<file path="src/verilog/dcache_consts.svh">
/*
 Size constants for the data cache subsystem:
 cache index width, SRAM address width and SRAM depth.
*/
`ifndef DCACHE_CONSTS_SVH
`define DCACHE_CONSTS_SVH

// ==================================================
// Data cache
// ==================================================

// Default index width, 4 gives 16 lines.
`define DCACHE_INDEX_BITS 4

// ==================================================
// On-chip SRAM
// ==================================================

// Word address bits; higher address bits alias.
`define SRAM_ADDR_BITS 8
`define SRAM_DEPTH (1 << `SRAM_ADDR_BITS)

`endif

</file>
<file path="src/verilog/dcache_pkg.sv">
/*
 Shared types: CPU request bundle, Wishbone request/response bundles,
 cache line layout and the controller state enums.
*/
`default_nettype none

package dcache_pkg;

	// CPU side request, held stable until ready.
	typedef struct packed {
		logic rw;
		logic flush;
		logic cacheable;
		logic [31:0] address;
		logic [31:0] wdata;
		logic [3:0] wmask;
	} cpu_req_t;

	// Wishbone classic master outputs.
	typedef struct packed {
		logic cyc;
		logic stb;
		logic we;
		logic [31:0] adr;
		logic [31:0] dat;
		logic [3:0] sel;
	} wb_req_t;

	// Wishbone classic slave outputs.
	typedef struct packed {
		logic ack;
		logic [31:0] dat;
	} wb_rsp_t;

	// One cache line, tagged with the full word address.
	typedef struct packed {
		logic dirty;
		logic [29:0] tag;
		logic [3:0] mask;
		logic [31:0] data;
	} cache_line_t;

	typedef enum logic [3:0] {
		INITIALIZE,
		IDLE,
		PASS_THROUGH,
		WRITE_SETUP,
		WRITE_WAIT,
		READ_SETUP,
		READ_WB_WAIT,
		READ_BUS_WAIT,
		FLUSH_SETUP,
		FLUSH_CHECK,
		FLUSH_WRITE
	} dcache_state_t;

	typedef enum logic {
		FETCH_IDLE,
		FETCH_BUS_WAIT
	} fetch_state_t;

endpackage

`default_nettype wire

</file>
<file path="src/verilog/wb_arbiter.sv">
/*
 Round-robin arbiter for two Wishbone classic masters onto one slave.
 Grant is held for the whole cycle of the granted master.
*/
`timescale 1ns/1ps
`default_nettype none

module wb_arbiter (
	input wire i_clock,
	input wire i_reset,
	input wire dcache_pkg::wb_req_t i_m0_req,
	input wire dcache_pkg::wb_req_t i_m1_req,
	output dcache_pkg::wb_rsp_t o_m0_rsp,
	output dcache_pkg::wb_rsp_t o_m1_rsp,
	output dcache_pkg::wb_req_t o_s_req,
	input wire dcache_pkg::wb_rsp_t i_s_rsp
);

	logic grant_q;
	logic last_q;
	logic busy;
	logic grant;

	// Bus is owned while the granted master keeps cyc high.
	assign busy = grant_q ? i_m1_req.cyc : i_m0_req.cyc;

	// New grant takes effect in the same cycle, no added latency.
	always_comb begin
		if (busy)
			grant = grant_q;
		else if (i_m0_req.cyc && i_m1_req.cyc)
			grant = !last_q;
		else
			grant = i_m1_req.cyc;
	end

	always_ff @(posedge i_clock) begin
		if (i_reset) begin
			grant_q <= 1'b0;
			// m0 wins the first conflict.
			last_q <= 1'b1;
		end else begin
			grant_q <= grant;
			if (!busy && (i_m0_req.cyc || i_m1_req.cyc))
				last_q <= grant;
		end
	end

	assign o_s_req = grant ? i_m1_req : i_m0_req;
	assign o_m0_rsp = '{ack: i_s_rsp.ack && !grant, dat: i_s_rsp.dat};
	assign o_m1_rsp = '{ack: i_s_rsp.ack && grant, dat: i_s_rsp.dat};

	// An ack goes back to the master whose strobe the slave took.
	assert property (@(posedge i_clock) disable iff (i_reset)
		i_s_rsp.ack |-> $past(o_s_req.cyc && o_s_req.stb) && grant == $past(grant));

endmodule

`default_nettype wire

</file>
<file path="config.mk">
export PLATFORM = sky130hd
export DESIGN_NAME = wb_arbiter
export DESIGN_NICKNAME = d
export VERILOG_FILES = /design/src/verilog/dcache_consts.svh /design/src/verilog/dcache_pkg.sv /design/src/verilog/wb_arbiter.sv
export SDC_FILE = /design/constraint.sdc
export NUM_CORES = 1
export LEC_CHECK = 0
export ABC_CLOCK_PERIOD_IN_PS = 2850
export BUFFER_PORTS_ARGS = -buffer_cell sky130_fd_sc_hd__buf_2
export CAP_MARGIN = 30
export CORE_AREA = 2 2 121 123
export CTS_BUF_LIST = sky130_fd_sc_hd__clkbuf_4
export DETAILED_ROUTE_END_ITERATION = 12
export DIE_AREA = 0 0 123 125
export PLACE_DENSITY = 0.53
export SLEW_MARGIN = 20
export SYNTH_ARGS = -nofsm -noshare
export SYNTH_HDL_FRONTEND = slang
export SYNTH_SLANG_ARGS = --single-unit
</file>
<file path="constraint.sdc">
create_clock -name i_clock -period 2.85 [get_ports i_clock]
set_input_delay 0.4275 -clock i_clock [delete_from_list [all_inputs] [get_ports i_clock]]
set_output_delay 0.4275 -clock i_clock [all_outputs]
set_load 0.05 [all_outputs]
</file>
==> out/qor.csv <==
stage,metric,value,unit
status,outcome,completed,
synth,yosysSeqAreaShare,0.01426,
setup_path,worstRegToRegCells,3,
sta,holdWs,591.1,ps
power,p_leak,1.181,nW
die,core_area,14200,um^2
synth,synth_mux_area_frac,0.5615,
global_route,grt_util_all_layers,0.06626,
die,start_util,0.09884,
cells_and_area,drive_gt1_frac,0.9595,
clock_tree,holdBufCountCts,0,
global_route,grt_max_degree,74,
global_route,grt_pass1_wl,7.810,mm
placement,dp_cells,480,
sta,fmax,465.7,MHz
placement,io_buffers,217,
cells_and_area,fin_nets,475,
die,die_w,123,um
synth,yosys.cell_types.count,10,
die,ioPinCount,314,
cells_and_area,largest_reg_flops,1,
synth,synth_top_family_by_area,multiplexers,
sta,slew_violations,0,
power,power.total,0.6298,mW
cells_and_area,regMostFlops,grant_q,
synth,synth-xor-area-share,0,
routing,drc_errors,0,
setup_path,crit_path_end_kind,output port,
clock_tree,cts_resized,0,
setup_path,arrival,1720,ps
die,num_rows,44,
power,peakVddDrop,0.00007494,V
synth,syn_nets,326,
cells_and_area,area_growth,56.06,%
synth,ys_ff_latch,1,
sta,setup_slack,702.6,ps
synth,synthCells,149,
routing,drtIter0Drc,13,
routing,routed_wl,6.126,mm
sta,period_needed,2147,ps
synth,syn_avg_cell_area,9.422,um^2
sta,slew_headroom,0.7502,
global_route,antenna_found_initial,1,
setup_path,critPathMaxFanout,73,
sta,tightest_slew,374.7,ps
synth,synth_compound_area_frac,0.01159,
setup_path,critPathLaunchType,primary input,
global_route,grt_overflow_total,0,
placement,dp_hpwl,5.495,mm
cells_and_area,layout.cells.non_filler,481,
synth,yosys.area_share.simple,0.01426,
placement,gp_congestion,0.7426,
worst_hold_path,hold_class,in -> reg,
die,die_height,125,um
setup_path,crit_required,2420,ps
cells_and_area,nFillCells,1632,
sta,period_share,0.7535,
power,powerDensity,287.5,nW/um^2
worst_hold_path,holdPathStages,2,
die,fp.dieArea,15380,um^2
job,cap_violations,0,
sta,finClkSkew,0,ps
synth,syn_area,1404,um^2
sta,finalSetupViolations,0,
routing,viasPerCell,3.260,
clock_tree,postCtsSetupRepairBufs,0,
routing,num_vias,1568,
routing,ant_nets,0,
synth,yosys.area_share.adder,0,
synth,yosys_warnings,0,
sta,setup_tns,0,ps
cells_and_area,reg_top3,grant_q (1),
clock_tree,clkTransAtPathRegs,0,ps
clock_tree,clk_latency,0,ps
global_route,grt_pass1_vias,1547,
routing,post_drt_wl_per_cell,12.74,um
routing,first_pass_iters,4,
setup_path,path_class,in -> out,
sta,hold_viol,0,
placement,pre_cts_slack,692.6,ps
sta,rsz0062_at_grt,no,
## Yosys cell counts, drive strengths merged
library cell,number,area [um^2]
and2,1,6.260
buf,71,551.8
dfxtp,1,20.02
inv,2,7.510
mux2,70,788.3
nor2,2,7.510
o21ai,1,16.27
or2,1,6.260
## layout make-up
| cell class | instances | area (um^2) | share of cell area |
|---|---|---|---|
| inverter | 2 | 7.507 | 0.003427 |
| sequential | 1 | 20.02 | 0.009138 |
| multi-input combinational | 75 | 824.5 | 0.3764 |
| antenna | 1 | 2.502 | 0.001142 |
| tap | 184 | 230.2 | 0.1051 |
| timing repair buffer | 218 | 1106 | 0.5049 |
## metrics by stage
| stage | util | area (um^2) |
|---|---|---|
| finish | 0.1542 | 2191 |
| CTS | 0.1541 | 2188 |
| global placement | 0.1541 | 2188 |
| global route | 0.1541 | 2188 |
| detailed placement | 0.1541 | 2188 |
| floorplan | - | 1404 |
## cell usage in the layout, fill, tap and decap left out
cell and n:
or2_2 1, mux2_2 64, buf_2 217, inv_1 2, and2_1 1, mux2_1 6
diode_2 1, buf_12 1, o21ai_4 1, nor2_1 2, dfxtp_1 1
## path summary, 6_finish.rpt
kind	from	endpoint	slack, ps
min reg2reg	grant_q	grant_q	780
min	i_reset	grant_q	590
max reg2reg	grant_q	grant_q	1860
max	i_m0_req[70]	o_s_req[42]	700
## per-layer routing
layer  track usage  vias up  part of all wire
li1              -      743                 -
met1       0.05809      664              0.31
met2        0.1423      134              0.52
met3       0.01505       27              0.14
met4       0.01805        0             0.025
met5             0        -                 0
## power by group
| group | leakage [nW] | internal, mW | total [mW] | switching (mW) |
|---|---|---|---|---|
| clock network | 0.00000634 | 0.0000000469 | 0.0000000469 | 0 |
| logic | 1.17 | 0.205 | 0.614 | 0.409 |
| registers | 0.00823 | 0.0150 | 0.0155 | 0.000522 |
## critical path, stage by stage
cell and delay (ps):
buf_2 80, inv_1 60, o21ai_4 160, buf_12 340, mux2_2 400, buf_2 220
## cell families (layout without fill, tap and decap cells)
| family | after synthesis | count (layout) |
|---|---|---|
| flops | 1 | 1 |
| compound gates | 1 | 1 |
| buf+inv | 73 | 220 |
| mux | 70 | 70 |
| simple gates | 4 | 4 |
| other cells | 0 | 1 |
Note: power is estimated with default switching activity, not from simulation.
