**src/verilog/dcache_consts.svh**
```systemverilog
/*
 Size constants for the data cache subsystem:
 cache index width, SRAM address width and SRAM depth.
*/
`ifndef DCACHE_CONSTS_SVH
`define DCACHE_CONSTS_SVH

// ==================================================
// Data cache
// ==================================================

// Default index width, 4 gives 16 lines.
`define DCACHE_INDEX_BITS 4

// ==================================================
// On-chip SRAM
// ==================================================

// Word address bits; higher address bits alias.
`define SRAM_ADDR_BITS 8
`define SRAM_DEPTH (1 << `SRAM_ADDR_BITS)

`endif

```
**src/verilog/dcache_pkg.sv**
```systemverilog
/*
 Shared types: CPU request bundle, Wishbone request/response bundles,
 cache line layout and the controller state enums.
*/
`default_nettype none

package dcache_pkg;

	// CPU side request, held stable until ready.
	typedef struct packed {
		logic rw;
		logic flush;
		logic cacheable;
		logic [31:0] address;
		logic [31:0] wdata;
		logic [3:0] wmask;
	} cpu_req_t;

	// Wishbone classic master outputs.
	typedef struct packed {
		logic cyc;
		logic stb;
		logic we;
		logic [31:0] adr;
		logic [31:0] dat;
		logic [3:0] sel;
	} wb_req_t;

	// Wishbone classic slave outputs.
	typedef struct packed {
		logic ack;
		logic [31:0] dat;
	} wb_rsp_t;

	// One cache line, tagged with the full word address.
	typedef struct packed {
		logic dirty;
		logic [29:0] tag;
		logic [3:0] mask;
		logic [31:0] data;
	} cache_line_t;

	typedef enum logic [3:0] {
		INITIALIZE,
		IDLE,
		PASS_THROUGH,
		WRITE_SETUP,
		WRITE_WAIT,
		READ_SETUP,
		READ_WB_WAIT,
		READ_BUS_WAIT,
		FLUSH_SETUP,
		FLUSH_CHECK,
		FLUSH_WRITE
	} dcache_state_t;

	typedef enum logic {
		FETCH_IDLE,
		FETCH_BUS_WAIT
	} fetch_state_t;

endpackage

`default_nettype wire

```
**src/verilog/fetch_port.sv**
```systemverilog
/*
 Read-only instruction fetch master with a one-word tagged buffer.
*/
`timescale 1ns/1ps
`default_nettype none

module fetch_port (
	input wire i_clock,
	input wire i_reset,
	input wire i_request,
	input wire [31:0] i_address,
	input wire i_invalidate,
	output logic o_ready,
	output logic [31:0] o_data,
	output dcache_pkg::wb_req_t o_wb,
	input wire dcache_pkg::wb_rsp_t i_wb
);
	import dcache_pkg::*;

	fetch_state_t state;

	logic buf_valid;
	logic [29:0] buf_tag;
	logic [31:0] buf_data;
	logic buf_hit;

	assign buf_hit = buf_valid && buf_tag == i_address[31:2];

	always_ff @(posedge i_clock) begin
		if (i_reset) begin
			state <= FETCH_IDLE;
			o_ready <= 1'b0;
			buf_valid <= 1'b0;
			o_wb.cyc <= 1'b0;
			o_wb.stb <= 1'b0;
			o_wb.we <= 1'b0;
		end else begin
			o_ready <= 1'b0;
			case (state)
				FETCH_IDLE: begin
					if (i_request && !o_ready) begin
						if (buf_hit) begin
							o_data <= buf_data;
							o_ready <= 1'b1;
						end else begin
							o_wb <= '{cyc: 1'b1, stb: 1'b1, we: 1'b0,
								adr: {i_address[31:2], 2'b00}, dat: 32'h0, sel: 4'hf};
							state <= FETCH_BUS_WAIT;
						end
					end
				end
				FETCH_BUS_WAIT: begin
					if (i_wb.ack) begin
						o_wb.cyc <= 1'b0;
						o_wb.stb <= 1'b0;
						buf_valid <= 1'b1;
						buf_tag <= i_address[31:2];
						buf_data <= i_wb.dat;
						o_data <= i_wb.dat;
						o_ready <= 1'b1;
						state <= FETCH_IDLE;
					end
				end
				default: begin
					state <= FETCH_IDLE;
				end
			endcase
			// Invalidate wins over a refill in the same cycle.
			if (i_invalidate)
				buf_valid <= 1'b0;
		end
	end

	// Fetches are always full-word reads.
	assert property (@(posedge i_clock) disable iff (i_reset)
		o_wb.cyc |-> !o_wb.we && o_wb.sel == 4'hf);

endmodule

`default_nettype wire

```
**config.mk**
```make
export PLATFORM = sky130hd
export DESIGN_NAME = fetch_port
export DESIGN_NICKNAME = d
export VERILOG_FILES = /design/src/verilog/dcache_consts.svh /design/src/verilog/dcache_pkg.sv /design/src/verilog/fetch_port.sv
export SDC_FILE = /design/constraint.sdc
export NUM_CORES = 1
export LEC_CHECK = 0
export ABC_AREA = 1
export BUFFER_PORTS_ARGS = -buffer_cell sky130_fd_sc_hd__buf_4
export CAP_MARGIN = 20
export CORE_ASPECT_RATIO = 0.6
export CORE_MARGIN = 2
export CORE_UTILIZATION = 54
export CTS_CLUSTER_DIAMETER = 200
export CTS_CLUSTER_SIZE = 10
export DETAILED_ROUTE_END_ITERATION = 10
export MAX_ROUTING_LAYER = met4
export PLACE_DENSITY = 0.89
export SLEW_MARGIN = 0
export SYNTH_ARGS = -nofsm -noshare
export SYNTH_HDL_FRONTEND = slang
export SYNTH_SLANG_ARGS = --single-unit
```
**constraint.sdc**
```tcl
create_clock -name i_clock -period 11.33 [get_ports i_clock]
set_input_delay 1.6995 -clock i_clock [delete_from_list [all_inputs] [get_ports i_clock]]
set_output_delay 1.6995 -clock i_clock [all_outputs]
set_load 0.01 [all_outputs]
```
==> flow_summary.json <==
{
  "drt-initial-drc-count": 253,
  "tns_ns": 0,
  "gr-total-overflow": 0,
  "r2r_end": "o_data[20]",
  "hold_viol_final": 0,
  "cts_sinks": 128,
  "rr_startpoint": "buf_tag[6]",
  "holdCritPathClass": "register to register",
  "vias_per_cell": 4.593,
  "worstPathRequired_ns": 11.34,
  "antenna_cells": 0,
  "rsz0062_at_grt": "no",
  "clockBufferDepth": 2,
  "yosys.cell_types.count": 17,
  "crit_top_cell": "nand2_1",
  "maxSlewViolCount": 0,
  "setup_viol": 0,
  "yosys_warnings": 0,
  "rr_worst_depth": 7,
  "synth_cells": 449,
  "clk_latency_ns": 0.40,
  "synth_ff_type": "edfxtp_1",
  "dr.pass1.iters": 4,
  "worst-path-buf-inv": 1,
  "cp_max_fo": 32,
  "yosysSeqAreaShare_pct": 72.90,
  "clk_pin_slew_worst_paths_ns": 0.06,
  "crit_slowest_cell": "a21oi_4",
  "wirelength_um": 10400,
  "clock-skew-final_ns": 0.01108,
  "synth_area_um2": 5218,
  "die_y_um": 80.14,
  "ios": 173,
  "fmax_mhz": 291.2,
  "timing.critical_path.cells": "buf_4, xnor2_1, nand2_1, nor2_1, nand2_1, nor2_1, nand2_1, a21oi_4",
  "leakage_nw": 3.088,
  "fin_crit_sh_pct": 30.31,
  "finalNetCount": 661,
  "hpwlAfterDp_um": 7142,
  "cts.htree.levels": 4,
  "cts_hold_buf": 0,
  "start_util_pct": 56.16,
  "relSlewSlack_pct": 29.97,
  "critPathLaunch": "i_address[8]",
  "maxCapViolCount": 0,
  "final.setup.worst_slack_ns": 7.896,
  "async_flop_share_pct": 0,
  "worstHoldStart": "buf_data[4]",
  "core_um2": 9290,
  "rows": 27,
  "fillCellCount": 613,
  "gp_congestion": 0.7601,
  "peakVddDrop_uv": 117.1,
  "io_buffer_count": 131,
  "antenna_found_initial": 0,
  "cts-root-buf": "clkbuf_16",
  "synth.area.top_cells": "edfxtp_1 (71%), nand2_1 (13%), buf_4 (5.8%)",
  "max_stage_delay_ns": 0.85,
  "dieArea_um2": 10490,
  "grt.total_usage_pct": 21.11,
  "synth_edf_count": 124,
  "numCtsBuffers": 17,
  "area_growth_pct": 30.43,
  "netlist.area_leader.share_pct": 71.37,
  "cp-start-kind": "input pin",
  "layout_common_cells": "nand2_1 (179), buf_4 (134), edfxtp_1 (124)",
  "worstSetupPathType": "input pin to register",
  "reg2reg_setup_slack_ns": 8.92,
  "route.detailed.drc": 0,
  "worst_slew_pin_slew_ns": 1.048,
  "min_to": "o_data[4]",
  "antenna_left": 0,
  "synth_area_per_cell_um2": 11.62,
  "grt_pass1_wl_um": 15680,
  "min_period_ns": 3.434,
  "first_global_vias": 3218,
  "die_w_um": 130.9,
  "cts_resized": 0,
  "min_path_cells": 2,
  "pre_cts_slack_ns": 7.405,
  "final_common_cell": "nand2_1",
  "wire_per_inst_um": 14.14,
  "end_kind": "register",
  "cp_top_family": "compound AO/OA/AOI/OAI gates",
  "powerDensity_nw_per_um2": 172.3,
  "synth_seq_cells": 128,
  "arrival_ns": 3.45,
  "grt_max_degree": 63,
  "drive_gt1_share_pct": 27.77,
  "routed-via-count": 3376,
  "status": "finished clean",
  "cts_setup_buffers": 0,
  "cts_tree": "built",
  "yosysTopAreaCell": "edfxtp_1"
}
-- routing by layer --
| metal | global-route usage (%) | share of wire [%] | vias to the layer above |
|---|---|---|---|
| met4 | 7.447 | 1.1 | 0 |
| met3 | 6.529 | 7.2 | 9 |
| met5 | - | 0 | - |
| met2 | 34.58 | 51 | 131 |
| li1 | - | - | 1639 |
| met1 | 25.12 | 40 | 1597 |
-- logic make-up after synthesis --
kind of cell              synth area share, %
AOI/OAI and AO/OA                      0.6714
xor gates and xnor gates                1.175
buffers and inverters                   10.84
DFF                                     72.90
other                                  0.1439
and+or+nand+nor                         14.27
-- metrics by stage --
stage          utilization [%]  power, mW  instances  cell area (µm²)  hold slack [ns]
5_1_grt                  73.25      1.211        735             6805           0.5211
6_report                 73.25      1.173        735             6805           0.5012
4_1_cts                  73.25      1.181        735             6805           0.5085
2_1_floorplan                -     0.6044        486             5356           0.4874
3_3_place_gp             66.86     0.6356        703             6211           0.4906
3_5_place_dp             66.86     0.6404        703             6211           0.4960
-- state kept, by name, summed over array words and instances (netlist names) --
signal,flops
state,1
buf_tag,30
buf_data,32
o_data,32
o_wb,31
buf_valid,1
o_ready,1
-- layout make-up --
cell class	instances	area (µm²)	share of cell area, %
clock inverters	15	168.9	2.482
multi-input cells	249	1006	14.78
clock buffers	17	425.4	6.251
inverters	62	232.7	3.420
repair buffers	134	1006	14.78
flip-flops and latches	128	3804	55.89
well taps	130	162.7	2.390
-- worst register-to-register path, stage by stage (launching register included) --
cell and delay, ns:
edfxtp_1 0.40, xnor2_1 0.16, nand2_1 0.08, nor2_1 0.21, nand2_1 0.08, nor2_1 0.10, nand2_1 0.13, a21oi_4 0.85
-- synth_stat cells (2+ instances only) --
library cell and number:
xnor2_1 7, conb_1 2, nand2_1 179, nand3_1 2, edfxtp_1 124, buf_2 5
inv_1 61, clkbuf_1 2, buf_4 40, dfxtp_1 4, a21oi_1 3, nor2_1 15
-- how the worst max path moves through the flow --
| stage | endpoint | cells past startpoint |
|---|---|---|
| floorplan | o_data[0] | 4 |
| global placement | o_data[2] | 8 |
| detailed placement | o_data[13] | 8 |
| CTS | o_data[20] | 8 |
| global route | o_data[2] | 8 |
| finish | o_data[20] | 8 |
-- where the power goes --
part,switching (mW),internal (mW),leakage [nW]
clock,0.198,0.344,0.278
combinational,0.0517,0.0357,1.64
sequential,0.00478,0.539,1.17
total,0.254,0.918,3.09
(Power assumes the default switching activity.)
