## config.mk

```make
export PLATFORM = sky130hd
export DESIGN_NAME = dcache
export DESIGN_NICKNAME = d
export VERILOG_FILES = /design/src/verilog/dcache_pkg.sv /design/src/verilog/dcache.sv
export VERILOG_INCLUDE_DIRS = /design/src /design/src/verilog
export SDC_FILE = /design/constraint.sdc
export NUM_CORES = 1
export LEC_CHECK = 0
export BUFFER_PORTS_ARGS = -buffer_cell sky130_fd_sc_hd__clkbuf_2
export CELL_PAD_IN_SITES_DETAIL_PLACEMENT = 1
export CELL_PAD_IN_SITES_GLOBAL_PLACEMENT = 2
export CORE_MARGIN = 2
export CORE_UTILIZATION = 51
export DETAILED_ROUTE_END_ITERATION = 6
export PLACE_DENSITY_LB_ADDON = 0.1
export SLEW_MARGIN = 40
export SYNTH_ARGS = -nofsm -noshare
export SYNTH_HDL_FRONTEND = slang
export SYNTH_SLANG_ARGS = --single-unit
```

## constraint.sdc

```tcl
create_clock -name i_clock -period 23.4 [get_ports i_clock]
set_clock_uncertainty 0.15 [all_clocks]
set_input_delay 5.85 -clock i_clock [delete_from_list [all_inputs] [get_ports i_clock]]
set_output_delay 5.85 -clock i_clock [all_outputs]
set_load 0.01 [all_outputs]
```

## src/verilog/dcache_consts.svh

```systemverilog
/*
 Size constants for the data cache subsystem:
 cache index width, SRAM address width and SRAM depth.
*/
`ifndef DCACHE_CONSTS_SVH
`define DCACHE_CONSTS_SVH

// ==================================================
// Data cache
// ==================================================

// Default index width, 4 gives 16 lines.
`define DCACHE_INDEX_BITS 4

// ==================================================
// On-chip SRAM
// ==================================================

// Word address bits; higher address bits alias.
`define SRAM_ADDR_BITS 8
`define SRAM_DEPTH (1 << `SRAM_ADDR_BITS)

`endif

```

## src/verilog/dcache_pkg.sv

```systemverilog
/*
 Shared types: CPU request bundle, Wishbone request/response bundles,
 cache line layout and the controller state enums.
*/
`default_nettype none

package dcache_pkg;

	// CPU side request, held stable until ready.
	typedef struct packed {
		logic rw;
		logic flush;
		logic cacheable;
		logic [31:0] address;
		logic [31:0] wdata;
		logic [3:0] wmask;
	} cpu_req_t;

	// Wishbone classic master outputs.
	typedef struct packed {
		logic cyc;
		logic stb;
		logic we;
		logic [31:0] adr;
		logic [31:0] dat;
		logic [3:0] sel;
	} wb_req_t;

	// Wishbone classic slave outputs.
	typedef struct packed {
		logic ack;
		logic [31:0] dat;
	} wb_rsp_t;

	// One cache line, tagged with the full word address.
	typedef struct packed {
		logic dirty;
		logic [29:0] tag;
		logic [3:0] mask;
		logic [31:0] data;
	} cache_line_t;

	typedef enum logic [3:0] {
		INITIALIZE,
		IDLE,
		PASS_THROUGH,
		WRITE_SETUP,
		WRITE_WAIT,
		READ_SETUP,
		READ_WB_WAIT,
		READ_BUS_WAIT,
		FLUSH_SETUP,
		FLUSH_CHECK,
		FLUSH_WRITE
	} dcache_state_t;

	typedef enum logic {
		FETCH_IDLE,
		FETCH_BUS_WAIT
	} fetch_state_t;

endpackage

`default_nettype wire

```

## src/verilog/dcache.sv

```systemverilog
/*
 Direct-mapped write-back data cache, one word per line with a byte mask.
 Hit check, victim write-back, uncached pass-through, flush and
 self-initialization after reset. Wishbone classic master on the bus side.
*/
`timescale 1ns/1ps
`default_nettype none
`include "dcache_consts.svh"

module dcache #(
	parameter int INDEX_BITS = `DCACHE_INDEX_BITS
) (
	input wire i_clock,
	input wire i_reset,
	input wire i_request,
	input wire dcache_pkg::cpu_req_t i_req,
	output logic o_ready,
	output logic [31:0] o_rdata,
	output dcache_pkg::wb_req_t o_wb,
	input wire dcache_pkg::wb_rsp_t i_wb
);
	import dcache_pkg::*;

	localparam int LINES = 1 << INDEX_BITS;

	dcache_state_t state;
	logic [INDEX_BITS:0] flush_index;

	// Line array, registered read with write bypass.
	cache_line_t lines [LINES];
	logic [INDEX_BITS-1:0] line_index;
	cache_line_t line_q;

	logic wr_en;
	logic [INDEX_BITS-1:0] wr_index;
	cache_line_t wr_line;

	logic [31:0] line_address;
	logic tag_match;
	logic line_any;
	logic line_full;
	logic [31:0] byte_bits;
	cache_line_t merged_line;
	cache_line_t fresh_line;

	function automatic wb_req_t bus_access(input logic we, input logic [31:0] adr,
			input logic [31:0] dat, input logic [3:0] sel);
		return '{cyc: 1'b1, stb: 1'b1, we: we, adr: {adr[31:2], 2'b00}, dat: dat, sel: sel};
	endfunction

	assign line_address = {line_q.tag, 2'b00};
	assign tag_match = line_q.tag == i_req.address[31:2];
	assign line_any = |line_q.mask;
	assign line_full = &line_q.mask;

	assign byte_bits = {{8{i_req.wmask[3]}}, {8{i_req.wmask[2]}},
		{8{i_req.wmask[1]}}, {8{i_req.wmask[0]}}};
	assign merged_line = '{dirty: 1'b1, tag: i_req.address[31:2],
		mask: line_q.mask | i_req.wmask,
		data: (line_q.data & ~byte_bits) | (i_req.wdata & byte_bits)};
	assign fresh_line = '{dirty: 1'b1, tag: i_req.address[31:2],
		mask: i_req.wmask, data: i_req.wdata};

	// Flush and init walk the array, otherwise follow the CPU address.
	always_comb begin
		if (state inside {INITIALIZE, FLUSH_SETUP, FLUSH_CHECK, FLUSH_WRITE})
			line_index = flush_index[INDEX_BITS-1:0];
		else
			line_index = i_req.address[INDEX_BITS+1:2];
	end

	always_ff @(posedge i_clock) begin
		if (wr_en)
			lines[wr_index] <= wr_line;
		if (wr_en && wr_index == line_index)
			line_q <= wr_line;
		else
			line_q <= lines[line_index];
	end

	always_ff @(posedge i_clock) begin
		if (i_reset) begin
			state <= INITIALIZE;
			flush_index <= '0;
			o_ready <= 1'b0;
			wr_en <= 1'b0;
			o_wb.cyc <= 1'b0;
			o_wb.stb <= 1'b0;
		end else begin
			o_ready <= 1'b0;
			wr_en <= 1'b0;
			wr_index <= line_index;
			case (state)
				// Hot line check; line_q may still hold the previous index,
				// the tag compare covers that.
				IDLE: begin
					if (i_request && !o_ready) begin
						if (i_req.flush) begin
							flush_index <= '0;
							state <= FLUSH_SETUP;
						end else if (!i_req.cacheable) begin
							o_wb <= bus_access(i_req.rw, i_req.address, i_req.wdata, i_req.wmask);
							state <= PASS_THROUGH;
						end else if (!i_req.rw) begin
							if (line_full && tag_match) begin
								o_rdata <= line_q.data;
								o_ready <= 1'b1;
							end else begin
								state <= READ_SETUP;
							end
						end else if (tag_match) begin
							wr_en <= 1'b1;
							wr_line <= merged_line;
							o_ready <= 1'b1;
						end else begin
							state <= WRITE_SETUP;
						end
					end
				end
				PASS_THROUGH: begin
					if (i_wb.ack) begin
						o_wb.cyc <= 1'b0;
						o_wb.stb <= 1'b0;
						o_rdata <= i_wb.dat;
						o_ready <= 1'b1;
						state <= IDLE;
					end
				end

				// ==================================================
				// Write
				// ==================================================
				WRITE_SETUP: begin
					if (line_any && !tag_match) begin
						o_wb <= bus_access(1'b1, line_address, line_q.data, line_q.mask);
						state <= WRITE_WAIT;
					end else begin
						wr_en <= 1'b1;
						wr_line <= tag_match ? merged_line : fresh_line;
						o_ready <= 1'b1;
						state <= IDLE;
					end
				end
				WRITE_WAIT: begin
					if (i_wb.ack) begin
						o_wb.cyc <= 1'b0;
						o_wb.stb <= 1'b0;
						wr_en <= 1'b1;
						wr_line <= fresh_line;
						o_ready <= 1'b1;
						state <= IDLE;
					end
				end

				// ==================================================
				// Read
				// ==================================================
				READ_SETUP: begin
					if (line_full && tag_match) begin
						o_rdata <= line_q.data;
						o_ready <= 1'b1;
						state <= IDLE;
					end else if (line_any && line_q.dirty) begin
						o_wb <= bus_access(1'b1, line_address, line_q.data, line_q.mask);
						state <= READ_WB_WAIT;
					end else begin
						o_wb <= bus_access(1'b0, i_req.address, 32'h0, 4'hf);
						state <= READ_BUS_WAIT;
					end
				end
				READ_WB_WAIT: begin
					if (i_wb.ack) begin
						o_wb.cyc <= 1'b0;
						o_wb.stb <= 1'b0;
						state <= READ_BUS_WAIT;
					end
				end
				READ_BUS_WAIT: begin
					if (i_wb.ack) begin
						o_wb.cyc <= 1'b0;
						o_wb.stb <= 1'b0;
						wr_en <= 1'b1;
						wr_line <= '{dirty: 1'b0, tag: i_req.address[31:2], mask: 4'hf,
							data: i_wb.dat};
						o_rdata <= i_wb.dat;
						o_ready <= 1'b1;
						state <= IDLE;
					end else if (!o_wb.cyc) begin
						// Refill starts after the write-back cycle closed.
						o_wb <= bus_access(1'b0, i_req.address, 32'h0, 4'hf);
					end
				end

				// ==================================================
				// Flush and initialize
				// ==================================================
				FLUSH_SETUP: begin
					if (!flush_index[INDEX_BITS]) begin
						state <= FLUSH_CHECK;
					end else begin
						flush_index <= '0;
						o_ready <= 1'b1;
						state <= IDLE;
					end
				end
				FLUSH_CHECK: begin
					if (line_any && line_q.dirty) begin
						o_wb <= bus_access(1'b1, line_address, line_q.data, line_q.mask);
						state <= FLUSH_WRITE;
					end else begin
						flush_index <= flush_index + 1'b1;
						state <= FLUSH_SETUP;
					end
				end
				FLUSH_WRITE: begin
					if (i_wb.ack) begin
						o_wb.cyc <= 1'b0;
						o_wb.stb <= 1'b0;
						// Line is clean now.
						wr_en <= 1'b1;
						wr_line <= line_q;
						wr_line.dirty <= 1'b0;
						flush_index <= flush_index + 1'b1;
						state <= FLUSH_SETUP;
					end
				end
				// Empty lines carry their own index as tag, so a stale line_q
				// from another index never matches.
				INITIALIZE: begin
					if (!flush_index[INDEX_BITS]) begin
						wr_en <= 1'b1;
						wr_line <= '{dirty: 1'b0, tag: 30'(flush_index[INDEX_BITS-1:0]),
							mask: 4'h0, data: 32'h0};
						flush_index <= flush_index + 1'b1;
					end else begin
						flush_index <= '0;
						state <= IDLE;
					end
				end
				default: begin
					state <= IDLE;
				end
			endcase
		end
	end

	assert property (@(posedge i_clock) disable iff (i_reset)
		state == INITIALIZE |-> !o_ready);

	assert property (@(posedge i_clock) disable iff (i_reset)
		o_wb.stb |-> o_wb.cyc);

endmodule

`default_nettype wire

```

==> results of run 1 <==
-- area by class of cell --
type / instances / area, µm²
antenna: 1 / 2.50
clock buffer: 163 / 3550
clock inverter: 69 / 559
fill: 8671 / 41600
inverter: 12 / 47.5
multi-input combinational: 1264 / 13000
sequential: 1259 / 37700
tap: 1298 / 1620
timing repair buffer: 285 / 1830
-- layer usage --
metal	GRT usage [%]	vias up
met4	6.77	0
met5	0	-
met3	5.00	189
met2	45.0	1130
li1	-	11500
met1	40.2	15000
-- sequential cells by signal, indices dropped and copies added (netlist names), named ones only --
name / flops
flush_index: 5
state: 4
wr_en: 1
o_wb: 69
wr_index: 4
lines: 1072
wr_line: 67
o_rdata: 32
o_ready: 1
-- worst max-delay path, delay by kind of cell --
family,cells,cell delay (ns)
buffers and inverters,3,1.13
AOI/OAI and AO/OA,3,1.25
and+or+nand+nor,4,1.43
xor gates and xnor gates,1,0.20
-- cells in the final DEF (no fill, tap or decap), drive strengths merged, types with 9 or more instances in the layout --
| cell type | synthesis | final |
|---|---|---|
| xnor2 | 29 | 29 |
| a22o | 58 | 58 |
| a22oi | 52 | 52 |
| inv | 11 | 17 |
| mux2 | 40 | 40 |
| clkinv | 1 | 49 |
| nand3 | 54 | 54 |
| o21a | 33 | 33 |
| nor3 | 16 | 16 |
| nand2b | 9 | 9 |
| a21oi | 74 | 74 |
| o21ai | 75 | 75 |
| buf | 85 | 77 |
| dfxtp | 17 | 17 |
| nand2 | 174 | 174 |
| clkbuf | 78 | 371 |
| nor2b | 12 | 12 |
| mux4 | 282 | 282 |
| nor2 | 108 | 108 |
| mux2i | 123 | 123 |
| edfxtp | 1242 | 1242 |
| xor2 | 20 | 20 |
-- power groups by stage --
stage | clock, mW | combinational, mW | sequential [mW]
floorplan | 0 | 0.796 | 2.81
global placement | 0 | 1.09 | 2.84
detailed placement | 0 | 1.11 | 2.86
CTS | 2.05 | 1.12 | 2.81
global route | 2.13 | 1.18 | 2.83
finish | 2.02 | 1.11 | 2.81
-- stage by stage --
stage	cell area [µm²]	total power [mW]
finish	58300	5.94
global route	58300	6.15
CTS	58200	5.98
detailed placement	54100	3.97
global placement	53800	3.92
floorplan	51300	3.60
-- cells by family (layout without fill, tap and decap cells) --
logic type	Yosys count	count (layout)
and+or+nand+nor	421	421
DFF	1259	1259
other	1	3
adders and majority gates	2	2
xor gates and xnor gates	49	49
muxes	445	445
AOI/OAI and AO/OA	345	345
buffers and inverters	175	529
-- worst max-delay path by stage --
stage / startpoint / end / cells after the start
floorplan: i_req[43] / wr_line[0]$_DFFE_PP_ / 13
global placement: i_req[52] / wr_line[21]$_DFFE_PP_ / 10
detailed placement: i_req[52] / o_wb[48]$_DFFE_PP_ / 11
CTS: i_req[52] / o_wb[48]$_DFFE_PP_ / 11
global route: i_req[43] / o_wb[46]$_DFFE_PP_ / 13
finish: i_req[41] / o_wb[48]$_DFFE_PP_ / 11
-- synth_stat cells, drive strengths merged (3+ instances only) --
library cell and n:
edfxtp 1242, mux4 282, nand2 174, mux2i 123
nor2 108, buf 85, clkbuf 78, o21ai 75
a21oi 74, a22o 58, nand3 54, a22oi 52
mux2 40, o21a 33, xnor2 29, xor2 20
dfxtp 17, nor3 16, nor2b 12, inv 11
nand2b 9, a31oi 8, o22a 8, and3 7
nand4 6, a211oi 5, a221oi 5, nor4 5
and2 4, o211ai 4, a311oi 3, a32o 3
and3b 3, nand3b 3, nor3b 3, nor4b 3
==> reports/summary.txt, run 1 <==
status: complete, no violations
DR WL met3: 10500 µm
Die X: 321 µm
Initial Util: 51.4%
Yosys reg bits: 1259
met2 WL: 69300 µm
ys flop type: edfxtp_1
mean routed wirelength per cell: 32.6 µm
top cells by area, synth: edfxtp_1, mux4_2, mux2i_1
hold bufs inserted after CTS: 0
clk buf depth: 3
CP dominant cell by count: buf_4
I/O Buffers: 206
clk sink count: 1259
global-route wire length before repair: 206000 µm
placed insts: 4113
Die Area: 0.103 mm²
Net Sw Power: 1.61 mW
initial antenna violation count: 6
worst-skew pair later-pin latency: 0.74 ns
post-CTS setup buffers: 0
startpoint class of the critical path: input pin
asr flop ratio synth: 0%
Core Util, Final: 58.3%
critical path's slowest cell: o31ai_1
final hold vios: 0
starting DRC count in detailed routing: 3134
cell-internal power: 4.33 mW
root buffer cell: clkbuf_16
Pre-antenna DRT Iters: 5
CP required: 23.61 ns
# DRC: 0
largest net degree at the start of global routing: 69
WL final: 142000 µm
max-slew violation count: 0
r2r setup slk: 16.69 ns
Reg2Reg Capture Point: o_wb[48]$_DFFE_PP_
Post-Synth XOR/XNOR Area: 0.837%
Clock power frac: 34.0%
Via Count: 27800
via/cell ratio: 6.40
HPWL Detailed: 80200 µm
Net Sw Frac: 27.1%
largest family of logic cells by synthesized area: multiplexers
gr usage total: 28.0%
hold depth: 2
Sum Neg Setup Slack: 0 ns
worst vdd ir: 75.2 µV
die height: 321 µm
CTS clock-pin slew for the worst setup and hold paths: 0.07 ns
global route overflow: 0
Hold/Removal Path Class: reg -> reg
Routed met1 length: 59300 µm
antenna viol nets, final: 0
sequential-to-total area share from yosys stat: 73.4%
CTS tree: done
minimum clock period: 9.77 ns
P&R area growth vs syn: 13.6%
fraction of the mapped netlist area in compound gates: 4.57%
Largest stage delay, worst path: 0.72 ns
cell chain of the critical path: clkbuf_2, xnor2_1, o31ai_1, o2111ai_1, nor4_1, and3_2, buf_4, o21a_1, nor2_1, and4_4, buf_4
vias in the first global route: 29300
pwr dens: 102 mW/mm²
fmax: 0.102 GHz
mapped cell area: 0.0513 mm²
Worst-Margin Slew: 0.904 ns
top layer used by detailed routing: met4
gp weighted congestion: 0.838
RSZ-0062 raised after global routing: no
Hold EP: o_wb[69]$_SDFFE_PP0P_
endpoint class of the critical path: flop
worst rel slew slack: 39.7%
Nets: 3064
FF-to-FF path depth: 13
Place WS: 12.93 ns
mux contribution to synthesized area: 15.7%
Core Rows: 116
beginning of the worst hold path: o_wb[69]$_SDFFE_PP0P_
WP data arrival: 9.98 ns
worst setup margin: 13.63 ns
Synth cell types: 72
Comb pwr share: 18.7%
syn avg cell area: 19.0 µm²
Leak: 19.2 nW
number of synthesized flops with an enable pin: 1242
Synth Area in Simple Gates: 3.77%
Post-Synth Adder-Cell Area: 0.0488%
Synth warnings: 0
worst-path maximum fanout: 41
Gates resized, CTS repair: 0
cells after synthesis: 2697
Crit Path Category: in -> reg
non-filler cells, final: 4351
CTS Buf Count: 133
IO Pins: 211
Reg power frac: 47.4%
cell taking the most area after synthesis: edfxtp_1
fin crit share: 41.8%
CTS HTree Levels: 4
share of cells above drive strength 1: 27.5%
Max-cap violations: 0
core area: 0.0999 mm²
final hold slack: 0.373 ns
top cell type's share of synthesized area: 72.7%
final setup fails: 0
(Power assumes the default switching activity.)
==> run 2: changes to the inputs <==
CORE_UTILIZATION = 48   (was 51)
clock period = 9.85 ns   (was 23.4 ns; I/O delays follow)
==> reports/summary.txt, run 2 (synthesized netlist as in run 1, its figures left out) <==
vias in the first global route: 29300 (about the same)
fin crit share: 63.0%
CP required: 10.07 ns (was 23.61 ns)
worst-skew pair later-pin latency: 0.74 ns (about the same)
Pre-antenna DRT Iters: 5 (unchanged)
IO Pins: 211 (unchanged)
global route overflow: 0 (unchanged)
final setup fails: 0 (unchanged)
max reg flops: 1072 (unchanged)
most frequent cells in the layout: edfxtp_1, mux4_2, clkbuf_2 (unchanged)
DR WL met3: 8930 µm (was 10500 µm)
worst-path maximum fanout: 43 (was 41)
met2 WL: 70900 µm (was 69300 µm)
pwr dens: 244 mW/mm² (was 102 mW/mm²)
Worst-Margin Slew: 0.864 ns (was 0.904 ns)
CTS tree: done (unchanged)
gr usage total: 26.9% (was 28.0%)
starting DRC count in detailed routing: 2835 (was 3134)
RSZ-0062 raised after global routing: no (unchanged)
fmax: 0.161 GHz
minimum clock period: 6.20 ns
share of cells above drive strength 1: 27.9% (was 27.5%)
largest net degree at the start of global routing: 80 (was 69)
post-CTS setup buffers: 0 (unchanged)
Largest regs: lines x1072, o_wb x69, wr_line x67 (unchanged)
Die X: 331 µm (was 321 µm)
WL final: 145000 µm (was 142000 µm)
clk buf depth: 3 (unchanged)
gp weighted congestion: 0.843 (was 0.838)
Core Rows: 119 (was 116)
final hold slack: 0.342 ns (was 0.373 ns)
Routed met1 length: 61600 µm (was 59300 µm)
CTS Buf Count: 135 (was 133)
Max-cap violations: 0 (unchanged)
# DRC: 0 (unchanged)
HPWL Detailed: 81700 µm (was 80200 µm)
Via Count: 27700 (was 27800)
mean routed wirelength per cell: 32.5 µm (was 32.6 µm)
startpoint class of the critical path: flop (was input pin)
Die Area: 0.109 mm² (was 0.103 mm²)
hold bufs inserted after CTS: 0 (unchanged)
Hold/Removal Path Class: reg -> reg (unchanged)
Nets: 3060 (was 3064)
max-slew violation count: 0 (unchanged)
WP data arrival: 6.42 ns (was 9.98 ns)
antenna viol nets, final: 0 (unchanged)
core area: 0.106 mm² (was 0.0999 mm²)
P&R area growth vs syn: 13.8% (was 13.6%)
final hold vios: 0 (unchanged)
most common cell after layout, fill and taps aside: edfxtp_1 (unchanged)
fillers: 9283 (was 8671)
Crit Path Category: reg -> reg (was in -> reg)
top layer used by detailed routing: met5 (was met4)
Gates resized, CTS repair: 0 (unchanged)
Final Power: 14.2 mW (was 5.94 mW)
root buffer cell: clkbuf_16 (unchanged)
clk sink count: 1259 (unchanged)
Largest Register: lines (unchanged)
via/cell ratio: 6.23 (was 6.40)
global-route wire length before repair: 209000 µm (was 206000 µm)
status: complete, no violations (unchanged)
die height: 331 µm (was 321 µm)
initial antenna violation count: 6 (unchanged)
worst rel slew slack: 42.4% (was 39.7%)
endpoint class of the critical path: flop (unchanged)
Sum Neg Setup Slack: 0 ns (unchanged)
Initial Util: 48.6% (was 51.4%)
worst vdd ir: 164 µV (was 75.2 µV)
CTS HTree Levels: 4 (unchanged)
CTS clock-pin slew for the worst setup and hold paths: 0.06 ns (was 0.07 ns)
Leak: 19.2 nW (about the same)
I/O Buffers: 206 (unchanged)
==> run 2: cell count changes in the layout (fill, tap and decap cells not counted), sizes merged <==
cell,change
buf,-6
bufinv,-1
clkbuf,+2
clkinv,+6
clkinvlp,+1
inv,-2
==> run 2: per-layer routing <==
layer | GRT usage [%] | vias to the layer above
met1 | 38.6 | 15000
met5 | 0 | -
met4 | 7.10 | 6
met3 | 4.07 | 198
met2 | 43.6 | 944
li1 | - | 11500
==> run 2: worst max-delay path: stages (launching register included) <==
cell      delay (ns)
dfxtp_4         0.88
buf_4           0.67
mux4_2          0.60
a22oi_1         0.29
nand2_1         0.17
xnor2_1         0.39
nand4_1         0.23
a221oi_1        0.28
buf_2           0.22
and3_2          0.19
buf_4           0.51
o21a_1          0.31
nor2_1          0.07
and4_4          0.35
buf_4           0.41
==> run 2: through the flow <==
| step | worst slack (ns) | utilization, % | area (µm²) | instances |
|---|---|---|---|---|
| floorplan | 0.107 | - | 51300 | 2698 |
| global placement | 2.55 | 51.1 | 53900 | 4199 |
| detailed placement | 2.84 | 51.3 | 54100 | 4204 |
| CTS | 3.56 | 55.3 | 58400 | 4442 |
| global route | 3.29 | 55.3 | 58400 | 4443 |
| finish | 3.65 | 55.3 | 58400 | 4444 |
==> run 2: final cells by class <==
cell class | instances | area, µm² | area share, %
clock inverter | 73 | 618 | 1.06
antenna | 1 | 2.50 | 0.00429
clock buffer | 165 | 3630 | 6.21
multi-input combinational | 1264 | 13000 | 22.3
inverter | 12 | 47.5 | 0.0814
tap | 1391 | 1740 | 2.98
timing repair buffer | 279 | 1690 | 2.90
sequential | 1259 | 37700 | 64.5
==> run 2: path summary, 6_finish.rpt <==
path / start / endpoint / slack (ns) / cells past startpoint
max reg2reg: flop / o_wb[61]$_DFFE_PP_ / 3.65 / 14
min: o_wb[69]$_SDFFE_PP0P_ / o_wb[69]$_SDFFE_PP0P_ / 0.34 / 2
max: flop / o_wb[61]$_DFFE_PP_ / 3.65 / 14
min reg2reg: o_wb[69]$_SDFFE_PP0P_ / o_wb[69]$_SDFFE_PP0P_ / 0.34 / 2
==> run 2: where the power goes <==
group | total, mW | switching [mW] | internal (mW) | leakage [nW]
clock | 4.91 | 2.10 | 2.81 | 2.07
sequential | 6.71 | 0.328 | 6.38 | 11.5
combinational | 2.61 | 1.47 | 1.14 | 5.68
